===== src/hdl/rv_core_pkg.sv =====
package rv_core_pkg;

    localparam int xlen       = 32;
    localparam int reg_addr_w = 5;

    localparam logic [6:0] op_lui    = 7'b0110111;
    localparam logic [6:0] op_auipc  = 7'b0010111;
    localparam logic [6:0] op_jal    = 7'b1101111;
    localparam logic [6:0] op_jalr   = 7'b1100111;
    localparam logic [6:0] op_branch = 7'b1100011;
    localparam logic [6:0] op_imm    = 7'b0010011;
    localparam logic [6:0] op_reg    = 7'b0110011;

    // alu funct3
    localparam logic [2:0] f3_add  = 3'b000; // add, sub, addi, jalr
    localparam logic [2:0] f3_sll  = 3'b001;
    localparam logic [2:0] f3_slt  = 3'b010;
    localparam logic [2:0] f3_sltu = 3'b011;
    localparam logic [2:0] f3_xor  = 3'b100;
    localparam logic [2:0] f3_srl  = 3'b101; // srl and sra
    localparam logic [2:0] f3_or   = 3'b110;
    localparam logic [2:0] f3_and  = 3'b111;

    // branch funct3
    localparam logic [2:0] f3_beq  = 3'b000;
    localparam logic [2:0] f3_bne  = 3'b001;
    localparam logic [2:0] f3_blt  = 3'b100;
    localparam logic [2:0] f3_bge  = 3'b101;
    localparam logic [2:0] f3_bltu = 3'b110;
    localparam logic [2:0] f3_bgeu = 3'b111;

    localparam logic [6:0] f7_base = 7'b0000000;
    localparam logic [6:0] f7_alt  = 7'b0100000; // sub, sra, srai

    typedef enum logic [3:0] {
        alu_add, alu_sub, alu_and, alu_or, alu_xor, alu_sll, alu_srl, alu_sra,
        alu_slt, alu_sltu, alu_copy2, alu_jalr
    } alu_op_e;

    typedef enum logic [2:0] {
        br_none, br_beq, br_bne, br_blt, br_bge, br_bltu, br_bgeu
    } br_op_e;

    typedef enum logic {wb_alu, wb_pc4} wb_sel_e;

    typedef struct packed {
        logic [xlen-1:0] pc;
        logic [xlen-1:0] inst;
    } inst_req_t;

    typedef struct packed {
        logic [xlen-1:0]       pc;
        logic [xlen-1:0]       op1;
        logic [xlen-1:0]       op2;
        logic [xlen-1:0]       rs2_val; // branch compare
        logic [xlen-1:0]       imm_b;
        logic [xlen-1:0]       imm_j;
        alu_op_e               alu_op;
        br_op_e                br_op;
        wb_sel_e               wb_sel;
        logic [reg_addr_w-1:0] rd;
        logic                  rf_wen;
        logic                  is_jal;
        logic                  illegal;
    } decoded_t;

    typedef struct packed {
        logic [xlen-1:0]       pc;
        logic [xlen-1:0]       wb_value;
        logic [reg_addr_w-1:0] rd;
        logic                  rf_wen;
        logic                  br_taken;
        logic [xlen-1:0]       next_pc;
        logic                  illegal;
    } exec_result_t;

    typedef struct packed {
        logic                  wen;
        logic [reg_addr_w-1:0] addr;
        logic [xlen-1:0]       data;
    } rf_write_t;

endpackage

===== src/hdl/rv_dx_top.sv =====
`timescale 1ns/10ps

module rv_dx_top
    import rv_core_pkg::*;
(
    input  logic         clk,
    input  logic         rst_n,
    input  logic         in_valid,
    output logic         in_ready,
    input  inst_req_t    in_req,
    output logic         out_valid,
    input  logic         out_ready,
    output exec_result_t out_res,
    input  rf_write_t    rf_wr
);

    logic                  req_valid;
    logic                  req_ready;
    inst_req_t             req;
    logic [reg_addr_w-1:0] rs1_addr;
    logic [reg_addr_w-1:0] rs2_addr;
    logic [xlen-1:0]       rs1_val;
    logic [xlen-1:0]       rs2_val;
    logic                  dec_valid;
    logic                  dec_ready;
    decoded_t              dec;
    logic                  res_valid;
    logic                  res_ready;
    exec_result_t          res;

    pipe_stage #(.payload_t(inst_req_t)) u_in_stage (
        .clk       (clk),
        .rst_n     (rst_n),
        .in_valid  (in_valid),
        .in_ready  (in_ready),
        .in_data   (in_req),
        .out_valid (req_valid),
        .out_ready (req_ready),
        .out_data  (req)
    );

    decode_stage u_decode (
        .clk       (clk),
        .rst_n     (rst_n),
        .in_valid  (req_valid),
        .in_ready  (req_ready),
        .in_req    (req),
        .rs1_addr  (rs1_addr),
        .rs2_addr  (rs2_addr),
        .rs1_val   (rs1_val),
        .rs2_val   (rs2_val),
        .out_valid (dec_valid),
        .out_ready (dec_ready),
        .out_dec   (dec)
    );

    reg_file u_rf (
        .clk      (clk),
        .rst_n    (rst_n),
        .rs1_addr (rs1_addr),
        .rs2_addr (rs2_addr),
        .rs1_val  (rs1_val),
        .rs2_val  (rs2_val),
        .wr       (rf_wr)
    );

    exec_stage u_exec (
        .in_valid  (dec_valid),
        .in_ready  (dec_ready),
        .in_dec    (dec),
        .out_valid (res_valid),
        .out_ready (res_ready),
        .out_res   (res)
    );

    pipe_stage #(.payload_t(exec_result_t)) u_out_stage (
        .clk       (clk),
        .rst_n     (rst_n),
        .in_valid  (res_valid),
        .in_ready  (res_ready),
        .in_data   (res),
        .out_valid (out_valid),
        .out_ready (out_ready),
        .out_data  (out_res)
    );

endmodule


===== src/hdl/exec_stage.sv =====
`timescale 1ns/10ps

module exec_stage
    import rv_core_pkg::*;
(
    input  logic         in_valid,
    output logic         in_ready,
    input  decoded_t     in_dec,
    output logic         out_valid,
    input  logic         out_ready,
    output exec_result_t out_res
);

    logic [xlen-1:0] op1;
    logic [xlen-1:0] op2;
    logic [4:0]      shamt;
    logic [xlen-1:0] alu_res;
    logic [xlen-1:0] pc4;
    logic            taken;

    assign op1   = in_dec.op1;
    assign op2   = in_dec.op2;
    assign shamt = op2[4:0];
    assign pc4   = in_dec.pc + xlen'(4);

    always_comb begin
        case (in_dec.alu_op)
            alu_add:   alu_res = op1 + op2;
            alu_sub:   alu_res = op1 - op2;
            alu_and:   alu_res = op1 & op2;
            alu_or:    alu_res = op1 | op2;
            alu_xor:   alu_res = op1 ^ op2;
            alu_sll:   alu_res = op1 << shamt;
            alu_srl:   alu_res = op1 >> shamt;
            alu_sra:   alu_res = $signed(op1) >>> shamt;
            alu_slt:   alu_res = {{(xlen-1){1'b0}}, $signed(op1) < $signed(op2)};
            alu_sltu:  alu_res = {{(xlen-1){1'b0}}, op1 < op2};
            alu_copy2: alu_res = op2;
            alu_jalr:  alu_res = (op1 + op2) & ~xlen'(1); // target is halfword aligned
            default:   alu_res = op1 + op2;
        endcase
    end

    always_comb begin
        case (in_dec.br_op)
            br_beq:  taken = op1 == in_dec.rs2_val;
            br_bne:  taken = op1 != in_dec.rs2_val;
            br_blt:  taken = $signed(op1) < $signed(in_dec.rs2_val);
            br_bge:  taken = $signed(op1) >= $signed(in_dec.rs2_val);
            br_bltu: taken = op1 < in_dec.rs2_val;
            br_bgeu: taken = op1 >= in_dec.rs2_val;
            default: taken = 1'b0;
        endcase
    end

    always_comb begin
        out_res.pc       = in_dec.pc;
        out_res.wb_value = (in_dec.wb_sel == wb_pc4) ? pc4 : alu_res;
        out_res.rd       = in_dec.rd;
        out_res.rf_wen   = in_dec.rf_wen && !in_dec.illegal;
        out_res.br_taken = taken;
        out_res.illegal  = in_dec.illegal;
        if (taken) begin
            out_res.next_pc = in_dec.pc + in_dec.imm_b;
        end else if (in_dec.is_jal) begin
            out_res.next_pc = in_dec.pc + in_dec.imm_j;
        end else if (in_dec.alu_op == alu_jalr) begin
            out_res.next_pc = alu_res;
        end else begin
            out_res.next_pc = pc4;
        end
    end

    // no storage here, handshake passes straight through
    assign out_valid = in_valid;
    assign in_ready  = out_ready;

endmodule


===== src/hdl/decode_stage.sv =====
`timescale 1ns/10ps

module decode_stage
    import rv_core_pkg::*;
(
    input  logic                  clk,
    input  logic                  rst_n,
    input  logic                  in_valid,
    output logic                  in_ready,
    input  inst_req_t             in_req,
    output logic [reg_addr_w-1:0] rs1_addr,
    output logic [reg_addr_w-1:0] rs2_addr,
    input  logic [xlen-1:0]       rs1_val,
    input  logic [xlen-1:0]       rs2_val,
    output logic                  out_valid,
    input  logic                  out_ready,
    output decoded_t              out_dec
);

    typedef enum logic [1:0] {op1_rs1, op1_pc, op1_zero} op1_sel_e;
    typedef enum logic [1:0] {op2_rs2, op2_imi, op2_imu} op2_sel_e;

    typedef struct packed {
        alu_op_e  alu_op;
        br_op_e   br_op;
        wb_sel_e  wb_sel;
        op1_sel_e op1_sel;
        op2_sel_e op2_sel;
        logic     rf_wen;
        logic     is_jal;
        logic     illegal;
    } ctrl_t;

    logic [6:0]      opcode;
    logic [2:0]      funct3;
    logic [6:0]      funct7;
    logic [xlen-1:0] inst;
    logic [xlen-1:0] imm_i;
    logic [xlen-1:0] imm_b;
    logic [xlen-1:0] imm_j;
    logic [xlen-1:0] imm_u;
    ctrl_t           ctrl;
    decoded_t        dec_d;
    decoded_t        dec_q;
    logic            valid_q;

    assign inst   = in_req.inst;
    assign opcode = inst[6:0];
    assign funct3 = inst[14:12];
    assign funct7 = inst[31:25];

    assign rs1_addr = inst[19:15];
    assign rs2_addr = inst[24:20];

    assign imm_i = {{20{inst[31]}}, inst[31:20]};
    assign imm_b = {{19{inst[31]}}, inst[31], inst[7], inst[30:25], inst[11:8], 1'b0};
    assign imm_j = {{11{inst[31]}}, inst[31], inst[19:12], inst[20], inst[30:21], 1'b0};
    assign imm_u = {inst[31:12], 12'b0};

    // control table, anything not matched stays illegal
    always_comb begin
        ctrl = '{alu_add, br_none, wb_alu, op1_zero, op2_imi, 1'b0, 1'b0, 1'b1};
        case (opcode)
            op_lui:   ctrl = '{alu_copy2, br_none, wb_alu, op1_zero, op2_imu, 1'b1, 1'b0, 1'b0};
            op_auipc: ctrl = '{alu_add,   br_none, wb_alu, op1_pc,   op2_imu, 1'b1, 1'b0, 1'b0};
            op_jal:   ctrl = '{alu_add,   br_none, wb_pc4, op1_pc,   op2_imi, 1'b1, 1'b1, 1'b0};
            op_jalr: begin
                if (funct3 == f3_add) begin
                    ctrl = '{alu_jalr, br_none, wb_pc4, op1_rs1, op2_imi, 1'b1, 1'b0, 1'b0};
                end
            end
            op_branch: begin
                case (funct3)
                    f3_beq:  ctrl = '{alu_sub, br_beq,  wb_alu, op1_rs1, op2_rs2, 1'b0, 1'b0, 1'b0};
                    f3_bne:  ctrl = '{alu_sub, br_bne,  wb_alu, op1_rs1, op2_rs2, 1'b0, 1'b0, 1'b0};
                    f3_blt:  ctrl = '{alu_sub, br_blt,  wb_alu, op1_rs1, op2_rs2, 1'b0, 1'b0, 1'b0};
                    f3_bge:  ctrl = '{alu_sub, br_bge,  wb_alu, op1_rs1, op2_rs2, 1'b0, 1'b0, 1'b0};
                    f3_bltu: ctrl = '{alu_sub, br_bltu, wb_alu, op1_rs1, op2_rs2, 1'b0, 1'b0, 1'b0};
                    f3_bgeu: ctrl = '{alu_sub, br_bgeu, wb_alu, op1_rs1, op2_rs2, 1'b0, 1'b0, 1'b0};
                    default: ;
                endcase
            end
            op_imm: begin
                case (funct3)
                    f3_add:  ctrl = '{alu_add,  br_none, wb_alu, op1_rs1, op2_imi, 1'b1, 1'b0, 1'b0};
                    f3_slt:  ctrl = '{alu_slt,  br_none, wb_alu, op1_rs1, op2_imi, 1'b1, 1'b0, 1'b0};
                    f3_sltu: ctrl = '{alu_sltu, br_none, wb_alu, op1_rs1, op2_imi, 1'b1, 1'b0, 1'b0};
                    f3_xor:  ctrl = '{alu_xor,  br_none, wb_alu, op1_rs1, op2_imi, 1'b1, 1'b0, 1'b0};
                    f3_or:   ctrl = '{alu_or,   br_none, wb_alu, op1_rs1, op2_imi, 1'b1, 1'b0, 1'b0};
                    f3_and:  ctrl = '{alu_and,  br_none, wb_alu, op1_rs1, op2_imi, 1'b1, 1'b0, 1'b0};
                    f3_sll: begin
                        if (funct7 == f7_base) begin
                            ctrl = '{alu_sll, br_none, wb_alu, op1_rs1, op2_imi, 1'b1, 1'b0, 1'b0};
                        end
                    end
                    f3_srl: begin
                        if (funct7 == f7_base) begin
                            ctrl = '{alu_srl, br_none, wb_alu, op1_rs1, op2_imi, 1'b1, 1'b0, 1'b0};
                        end else if (funct7 == f7_alt) begin
                            ctrl = '{alu_sra, br_none, wb_alu, op1_rs1, op2_imi, 1'b1, 1'b0, 1'b0};
                        end
                    end
                    default: ;
                endcase
            end
            op_reg: begin
                case ({funct7, funct3})
                    {f7_base, f3_add}:  ctrl = '{alu_add,  br_none, wb_alu, op1_rs1, op2_rs2, 1'b1, 1'b0, 1'b0};
                    {f7_alt,  f3_add}:  ctrl = '{alu_sub,  br_none, wb_alu, op1_rs1, op2_rs2, 1'b1, 1'b0, 1'b0};
                    {f7_base, f3_sll}:  ctrl = '{alu_sll,  br_none, wb_alu, op1_rs1, op2_rs2, 1'b1, 1'b0, 1'b0};
                    {f7_base, f3_slt}:  ctrl = '{alu_slt,  br_none, wb_alu, op1_rs1, op2_rs2, 1'b1, 1'b0, 1'b0};
                    {f7_base, f3_sltu}: ctrl = '{alu_sltu, br_none, wb_alu, op1_rs1, op2_rs2, 1'b1, 1'b0, 1'b0};
                    {f7_base, f3_xor}:  ctrl = '{alu_xor,  br_none, wb_alu, op1_rs1, op2_rs2, 1'b1, 1'b0, 1'b0};
                    {f7_base, f3_srl}:  ctrl = '{alu_srl,  br_none, wb_alu, op1_rs1, op2_rs2, 1'b1, 1'b0, 1'b0};
                    {f7_alt,  f3_srl}:  ctrl = '{alu_sra,  br_none, wb_alu, op1_rs1, op2_rs2, 1'b1, 1'b0, 1'b0};
                    {f7_base, f3_or}:   ctrl = '{alu_or,   br_none, wb_alu, op1_rs1, op2_rs2, 1'b1, 1'b0, 1'b0};
                    {f7_base, f3_and}:  ctrl = '{alu_and,  br_none, wb_alu, op1_rs1, op2_rs2, 1'b1, 1'b0, 1'b0};
                    default: ;
                endcase
            end
            default: ; // loads, stores, system
        endcase
    end

    always_comb begin
        dec_d.pc      = in_req.pc;
        dec_d.op1     = (ctrl.op1_sel == op1_rs1) ? rs1_val :
                        (ctrl.op1_sel == op1_pc)  ? in_req.pc : '0;
        dec_d.op2     = (ctrl.op2_sel == op2_rs2) ? rs2_val :
                        (ctrl.op2_sel == op2_imu) ? imm_u : imm_i;
        dec_d.rs2_val = rs2_val;
        dec_d.imm_b   = imm_b;
        dec_d.imm_j   = imm_j;
        dec_d.alu_op  = ctrl.alu_op;
        dec_d.br_op   = ctrl.br_op;
        dec_d.wb_sel  = ctrl.wb_sel;
        dec_d.rd      = inst[11:7];
        dec_d.rf_wen  = ctrl.rf_wen;
        dec_d.is_jal  = ctrl.is_jal;
        dec_d.illegal = ctrl.illegal;
    end

    assign in_ready  = !valid_q || out_ready;
    assign out_valid = valid_q;
    assign out_dec   = dec_q;

    always_ff @(posedge clk or negedge rst_n) begin
        if (!rst_n) begin
            valid_q <= 1'b0;
        end else if (in_ready) begin
            valid_q <= in_valid;
        end
    end

    always_ff @(posedge clk) begin
        if (in_valid && in_ready) begin
            dec_q <= dec_d; // operands sampled with the instruction
        end
    end

endmodule


===== src/hdl/reg_file.sv =====
`timescale 1ns/10ps

module reg_file
    import rv_core_pkg::*;
(
    input  logic                  clk,
    input  logic                  rst_n,
    input  logic [reg_addr_w-1:0] rs1_addr,
    input  logic [reg_addr_w-1:0] rs2_addr,
    output logic [xlen-1:0]       rs1_val,
    output logic [xlen-1:0]       rs2_val,
    input  rf_write_t             wr
);

    logic [xlen-1:0] regs [1:31]; // no storage behind x0

    always_ff @(posedge clk or negedge rst_n) begin
        if (!rst_n) begin
            for (int i = 1; i < 32; i++) begin
                regs[i] <= '0;
            end
        end else if (wr.wen && wr.addr != '0) begin
            regs[wr.addr] <= wr.data;
        end
    end

    assign rs1_val = (rs1_addr == '0) ? '0 : regs[rs1_addr];
    assign rs2_val = (rs2_addr == '0) ? '0 : regs[rs2_addr];

endmodule


===== src/hdl/pipe_stage.sv =====
`timescale 1ns/10ps

module pipe_stage #(
    parameter type payload_t = logic
) (
    input  logic     clk,
    input  logic     rst_n,
    input  logic     in_valid,
    output logic     in_ready,
    input  payload_t in_data,
    output logic     out_valid,
    input  logic     out_ready,
    output payload_t out_data
);

    logic     full;
    payload_t data_q;

    // refill in the same cycle the held item leaves
    assign in_ready  = !full || out_ready;
    assign out_valid = full;
    assign out_data  = data_q;

    always_ff @(posedge clk or negedge rst_n) begin
        if (!rst_n) begin
            full <= 1'b0;
        end else if (in_ready) begin
            full <= in_valid;
        end
    end

    always_ff @(posedge clk) begin
        if (in_valid && in_ready) begin
            data_q <= in_data;
        end
    end

endmodule


===== config.mk =====
export PLATFORM = sky130hd
export DESIGN_NAME = rv_dx_top
export DESIGN_NICKNAME = d
export VERILOG_FILES = /design/src/hdl/rv_core_pkg.sv /design/src/hdl/rv_dx_top.sv /design/src/hdl/exec_stage.sv /design/src/hdl/decode_stage.sv /design/src/hdl/reg_file.sv /design/src/hdl/pipe_stage.sv
export SDC_FILE = /design/constraint.sdc
export NUM_CORES = 2
export LEC_CHECK = 0
export CAP_MARGIN = 15
export CORE_UTILIZATION = 30
export CTS_BUF_LIST = sky130_fd_sc_hd__clkbuf_4 sky130_fd_sc_hd__clkbuf_8
export DETAILED_ROUTE_END_ITERATION = 8
export DONT_BUFFER_PORTS = 1
export HOLD_SLACK_MARGIN = 0.02
export PLACE_DENSITY = 0.44
export SYNTH_ARGS = -nofsm -noshare
export SYNTH_HDL_FRONTEND = slang
export SYNTH_SLANG_ARGS = --single-unit

===== constraint.sdc =====
create_clock -name clk -period 13.38 [get_ports clk]
set_input_delay 3.345 -clock clk [delete_from_list [all_inputs] [get_ports clk]]
set_output_delay 3.345 -clock clk [all_outputs]
set_load 0.01 [all_outputs]

[Word-level counts from Yosys, hierarchy flattened]
Index checks and enable logic that the tools add are counted.
Cells by class
  add/sub/neg operators: 5
  $lt $le $gt $ge: 10
  equal/unequal tests: 45
  shift operators: 3
  multiplexer cells: 29
  bitwise operators: 6
  reductions and logical operators: 21
Operators with widths (number)
  992-bit bitwise mux: 1
  32-bit 2-to-1 mux: 14
  32-bit case mux with 11 select lines: 1
  32-bit binary-select mux with 5-bit select: 2
  32-bit demux with 5-bit select: 1
  15-bit case mux with 10 select lines: 1
  32-bit < comparator: 4
  15-bit case mux with 8 select lines: 1
  15-bit case mux with 7 select lines: 1
  32-bit adder: 3
  12-bit case mux with 6 select lines: 1
  32-bit greater-or-equal comparator: 2
  10-bit by 3-bit equality test with 1-bit output (second input constant): 4
  32-bit by 3-bit adder with 32-bit output (second input constant): 1
  32-bit bitwise AND: 1
  32-bit equality test: 1
  32-bit != test: 1
  32-bit bitwise OR: 1
  32-bit by 5-bit << shifter with 32-bit output: 1
  32-bit by 5-bit right shift with 32-bit output: 1
  32-bit by 5-bit >>> shifter with 32-bit output: 1
  32-bit subtractor: 1
  32-bit XOR: 1
  31-bit 2-to-1 mux: 1
  other kinds (30): 72
Word-level totals
  register bits after elaboration: 1339
  input port bits: 106
  output and inout port bits: 106
  logic and storage cells: 175

[Longest topological paths before layout]
  depth after elaboration: 8
  mapped depth: 16
  mapped depth without buffers: 14

[Modules after synthesis]
From an unflattened synthesis, not the netlist that was laid out.
Unflattened totals
  cells, all modules: 6984
  area total of the unflattened synthesis: 80576.0 um^2
By module, submodules not included
  reg_file: instances 1, cells an instance 4063, area an instance 53316.1 um^2, sequential area each 24823.8 um^2
  exec_stage: instances 1, cells an instance 2256, area an instance 15174.6 um^2, sequential area each 0.0 um^2
  decode_stage: instances 1, cells an instance 489, area an instance 6932.9 um^2, sequential area each 4949.7 um^2
  pipe_stage at u_out_stage: instances 1, cells an instance 108, area an instance 3176.8 um^2, sequential area each 3148.0 um^2
  pipe_stage at u_in_stage: instances 1, cells an instance 68, area an instance 1975.6 um^2, sequential area each 1946.9 um^2

[Worst setup path after synthesis]
Ideal clock, no wire load.
  path kind: input to register
  start point: input out_ready
  end point: register u_decode.dec_q (netlist bit u_decode.out_dec[0]), enable pin
  library setup time: 0.543 ns
  arrival time: 7.198 ns
  data required time: 12.837 ns
  setup slack: 5.639 ns
  stages on the path: 3
  path buffers: 0
  path through: nor2b_1 > nand2_1 > and2_1
On the way
  longest elaborated chain between the ends: 3
Ends and longest elaborated chain
  from (decl): RTL line rv_dx_top.sv:12  | input logic out_ready,
  1-bit logical OR: RTL line pipe_stage.sv:20  | assign in_ready = !full || out_ready;
  1-bit logical OR: RTL line decode_stage.sv:143  | assign in_ready = !valid_q || out_ready;
  1-bit logical AND: RTL line decode_stage.sv:156  | if (in_valid && in_ready) begin
  to (signal assigned): RTL line decode_stage.sv:157  | dec_q <= dec_d;
  to (decl): RTL line decode_stage.sv:44  | decoded_t dec_q;
Every way passes these cells.
A chain may end at the register's enable or synchronous reset.

[Worst setup path in the final report]
  start point: input out_ready
  end point: output in_ready
On the way
  longest elaborated chain between the ends: 3
Ends and longest elaborated chain
  1-bit logical OR: RTL line pipe_stage.sv:20
  1-bit logical OR: RTL line decode_stage.sv:143
  1-bit logical OR: RTL line pipe_stage.sv:20
  to (decl): RTL line rv_dx_top.sv:9  | output logic in_ready,
Every way passes these cells.

==> impl_metrics.ini <==
[run_status]
status = finished clean

[setup_path]
r2r_cells = 13
worstPathCellList = nor2b_1 -> nand3_1
slowest_delay_ns = 0.20
worstPathRequired_ns = 10.03
cp_num_cells = 2
critPathMaxFanout = 3
crit_start = out_ready
cp_data_arrival_time_ns = 3.70
reg2reg_slack_ns = 8.05
crit_slowest_cell = nand3_1
rr_startpoint = u_decode.out_dec[171]
path_delay_family = simple AND/OR/NAND/NOR gates
r2r-end = u_out_stage.out_data[11]
endpoint_kind = output pin
cp-start-kind = input port
endpoint = in_ready
worst-path-buf-inv = 0
crit_type = input port to output pin

[synth]
synth_ff_type = dfrtp_1
async_flop_share = 0.750
yosysUniqueCellTypes = 97
syn_area_sq_um = 78700
synthesis.nets = 6212
synth-seq-cells = 1327
seq_area_frac_synth = 0.443
avgSynthCellArea_sq_um = 13.3
netlist_instances = 5926
ys_warn_count = 0
synth_edf_count = 332

[power_and_ir_drop]
leakage_nw = 35.7
switching_share = 0.313
power_density_nw_per_um2 = 147
p_comb_frac = 0.251
power_frac_clock = 0.322
ir_worst_vdd_mv = 0.0911
p_int_mw = 8.82
switching_power_mw = 4.02
seq_power_share = 0.427

[routing]
drc = 0
drt-total-wl_mm = 287
wl_per_cell_microns = 30.3
vias = 53400
dr.pass1.iters = 6
viasPerCell = 5.64
first_iter_violations = 4698
final_antenna_net_count = 0

[clocking]
post_cts_resize_count = 0
cts_buffer_depth = 4
postCtsSetupBuffers = 0
numClockSinks = 1327
cts.clk_slew.worst_paths_ns = 0.06
cts_root_buf = clkbuf_8
cts_tree = built
cts_hold_buf = 0
insertion_delay_ns = 1.05
cts_inserted_buffers = 248
cts.htree.levels = 4

[sta]
fin_setup_tns_ns = 0
max_freq_mhz = 142
skew_ns = 0.164
setup_viol = 0
slew_headroom = 0.216
worst_pin_slew_ns = 1.14
hold_violations = 0
rsz0062_at_grt = false
post-route-min-period_ns = 7.05
finalMaxSlewViolations = 0
fin_crit_sh = 0.527

[die]
fp.dieW_microns = 514
start_util = 0.303
dieArea_sq_um = 264000
coreArea_sq_um = 260000
num_rows = 187
die_h_microns = 514
io_pins = 212

[grt]
grt.overflow.total = 0
grt.total_usage = 0.215
grt_pass1_wl_mm = 413
first_global_vias = 54400
antenna_found_initial = 18
grt_start_max_net_pins = 162

[run]
max_cap_viol_count = 0

[placed_design]
dp_hpwl_mm = 179
port_buffers = 0
dp_cells = 9028
gp_congestion = 0.929

[cells_and_area]
fin_cells = 9476
fill_cells = 25700
nNetsFinal = 6068
area_growth_pct = 11.2
drive_above_1_share = 0.397

[min_path]
hold_path_class = flip-flop to flip-flop
[metrics by stage]
step | power [mW] | hold slack [ns] | utilization | worst slack, ns | area [sq um]
finish | 12.8 | 0.417 | 0.336 | 6.33 | 87500
global route | 13.5 | 0.433 | 0.336 | 6.25 | 87500
CTS | 13.0 | 0.415 | 0.336 | 6.33 | 87500
detailed placement | 8.78 | 0.405 | 0.317 | 6.34 | 82400
global placement | 8.70 | 0.404 | 0.317 | 6.29 | 82400
floorplan | 7.69 | 0.400 | - | 5.64 | 78700
[logic make-up after synthesis]
logic type | synth area share
muxes | 0.354
DFF | 0.443
buffers and inverters | 0.0362
AOI/OAI and AO/OA | 0.0792
adders and majority gates | 0.0290
xor gates and xnor gates | 0.00901
and+or+nand+nor | 0.0500
[synth_stat cells, types with 29 or more instances]
cell type	instances	area (sq um)
inv_1	178	668
o211ai_1	32	240
mux4_2	642	14500
buf_1	120	450
nand4_1	29	181
mux2_2	1080	12200
o21ai_0	224	1120
a31oi_1	43	269
mux2i_1	122	1220
buf_2	40	200
nor2_1	229	860
a21o_1	42	315
nand2_1	263	987
dfrtp_1	995	24900
nand3_1	79	395
xor2_1	32	280
a211oi_1	32	240
nor3_1	47	235
edfxtp_1	332	9970
a22o_1	76	666
xnor2_1	49	429
nand2b_1	31	194
ha_1	176	2200
a21oi_1	224	1120
clkbuf_1	354	1330
[cell type report]
type,count,area [sq um],area share
Multi-Input combinational cell,3879,41300,0.472
Sequential cell,1327,34900,0.398
Clock buffer,375,4640,0.0530
Tap cell,3496,4370,0.0500
Timing Repair Buffer,139,1180,0.0134
Inverter,187,702,0.00802
Clock inverter,69,484,0.00553
Antenna cell,4,10.0,0.000114
[worst min-delay path by stage]
stage	from	to	cells past startpoint
after floorplan	u_in_stage.out_data[7]	u_decode.out_dec[3]	0
final	u_in_stage.out_data[8]	u_decode.out_dec[4]	0
after CTS	u_in_stage.out_data[10]	u_decode.out_dec[6]	0
after global routing	u_in_stage.out_data[11]	u_decode.out_dec[52]	0
after global placement	u_in_stage.out_data[8]	u_decode.out_dec[4]	0
after detailed placement	u_in_stage.out_data[8]	u_decode.out_dec[4]	0
[layout by cell type (no fill, tap or decap), types with 21 or more instances in the layout]
master	instances
a211oi_1	32
a21o_1	42
a21oi_1	223
a221oi_1	21
a22o_1	76
a31oi_1	43
and3_1	24
buf_4	129
clkbuf_4	84
clkbuf_8	291
clkinv_1	21
clkinv_2	39
dfrtp_1	995
edfxtp_1	332
ha_1	176
inv_1	178
mux2_2	1080
mux2i_1	122
mux4_2	642
nand2_1	248
nand2b_1	31
nand3_1	79
nand4_1	29
nor2_1	212
nor3_1	46
o211ai_1	32
o21ai_0	224
o21bai_1	22
o31ai_1	23
xnor2_1	49
xor2_1	32
[metal layers]
metal / GRT usage / share of wire
met1: 0.299 / 0.45
met2: 0.345 / 0.47
met4: 0.0616 / 0.028
met5: 0 / 0.00016
met3: 0.0326 / 0.051
[flip-flops by register name (all words and copies together), names as in the netlist]
signal	flops
u_rf.regs	992
u_decode.out_dec	164
u_out_stage.out_data	104
u_in_stage.out_data	64
u_decode.out_valid	1
u_in_stage.out_valid	1
u_out_stage.out_valid	1
[power by group through the flow]
stage / Combinational, mW / Sequential, mW / Clock, mW
after floorplan: 2.35 / 5.34 / 0
after global placement: 3.19 / 5.51 / 0
after detailed placement: 3.23 / 5.55 / 0
after CTS: 3.23 / 5.48 / 4.26
after global routing: 3.44 / 5.59 / 4.43
final: 3.22 / 5.49 / 4.13
Note: power is estimated with default switching activity, not from simulation.
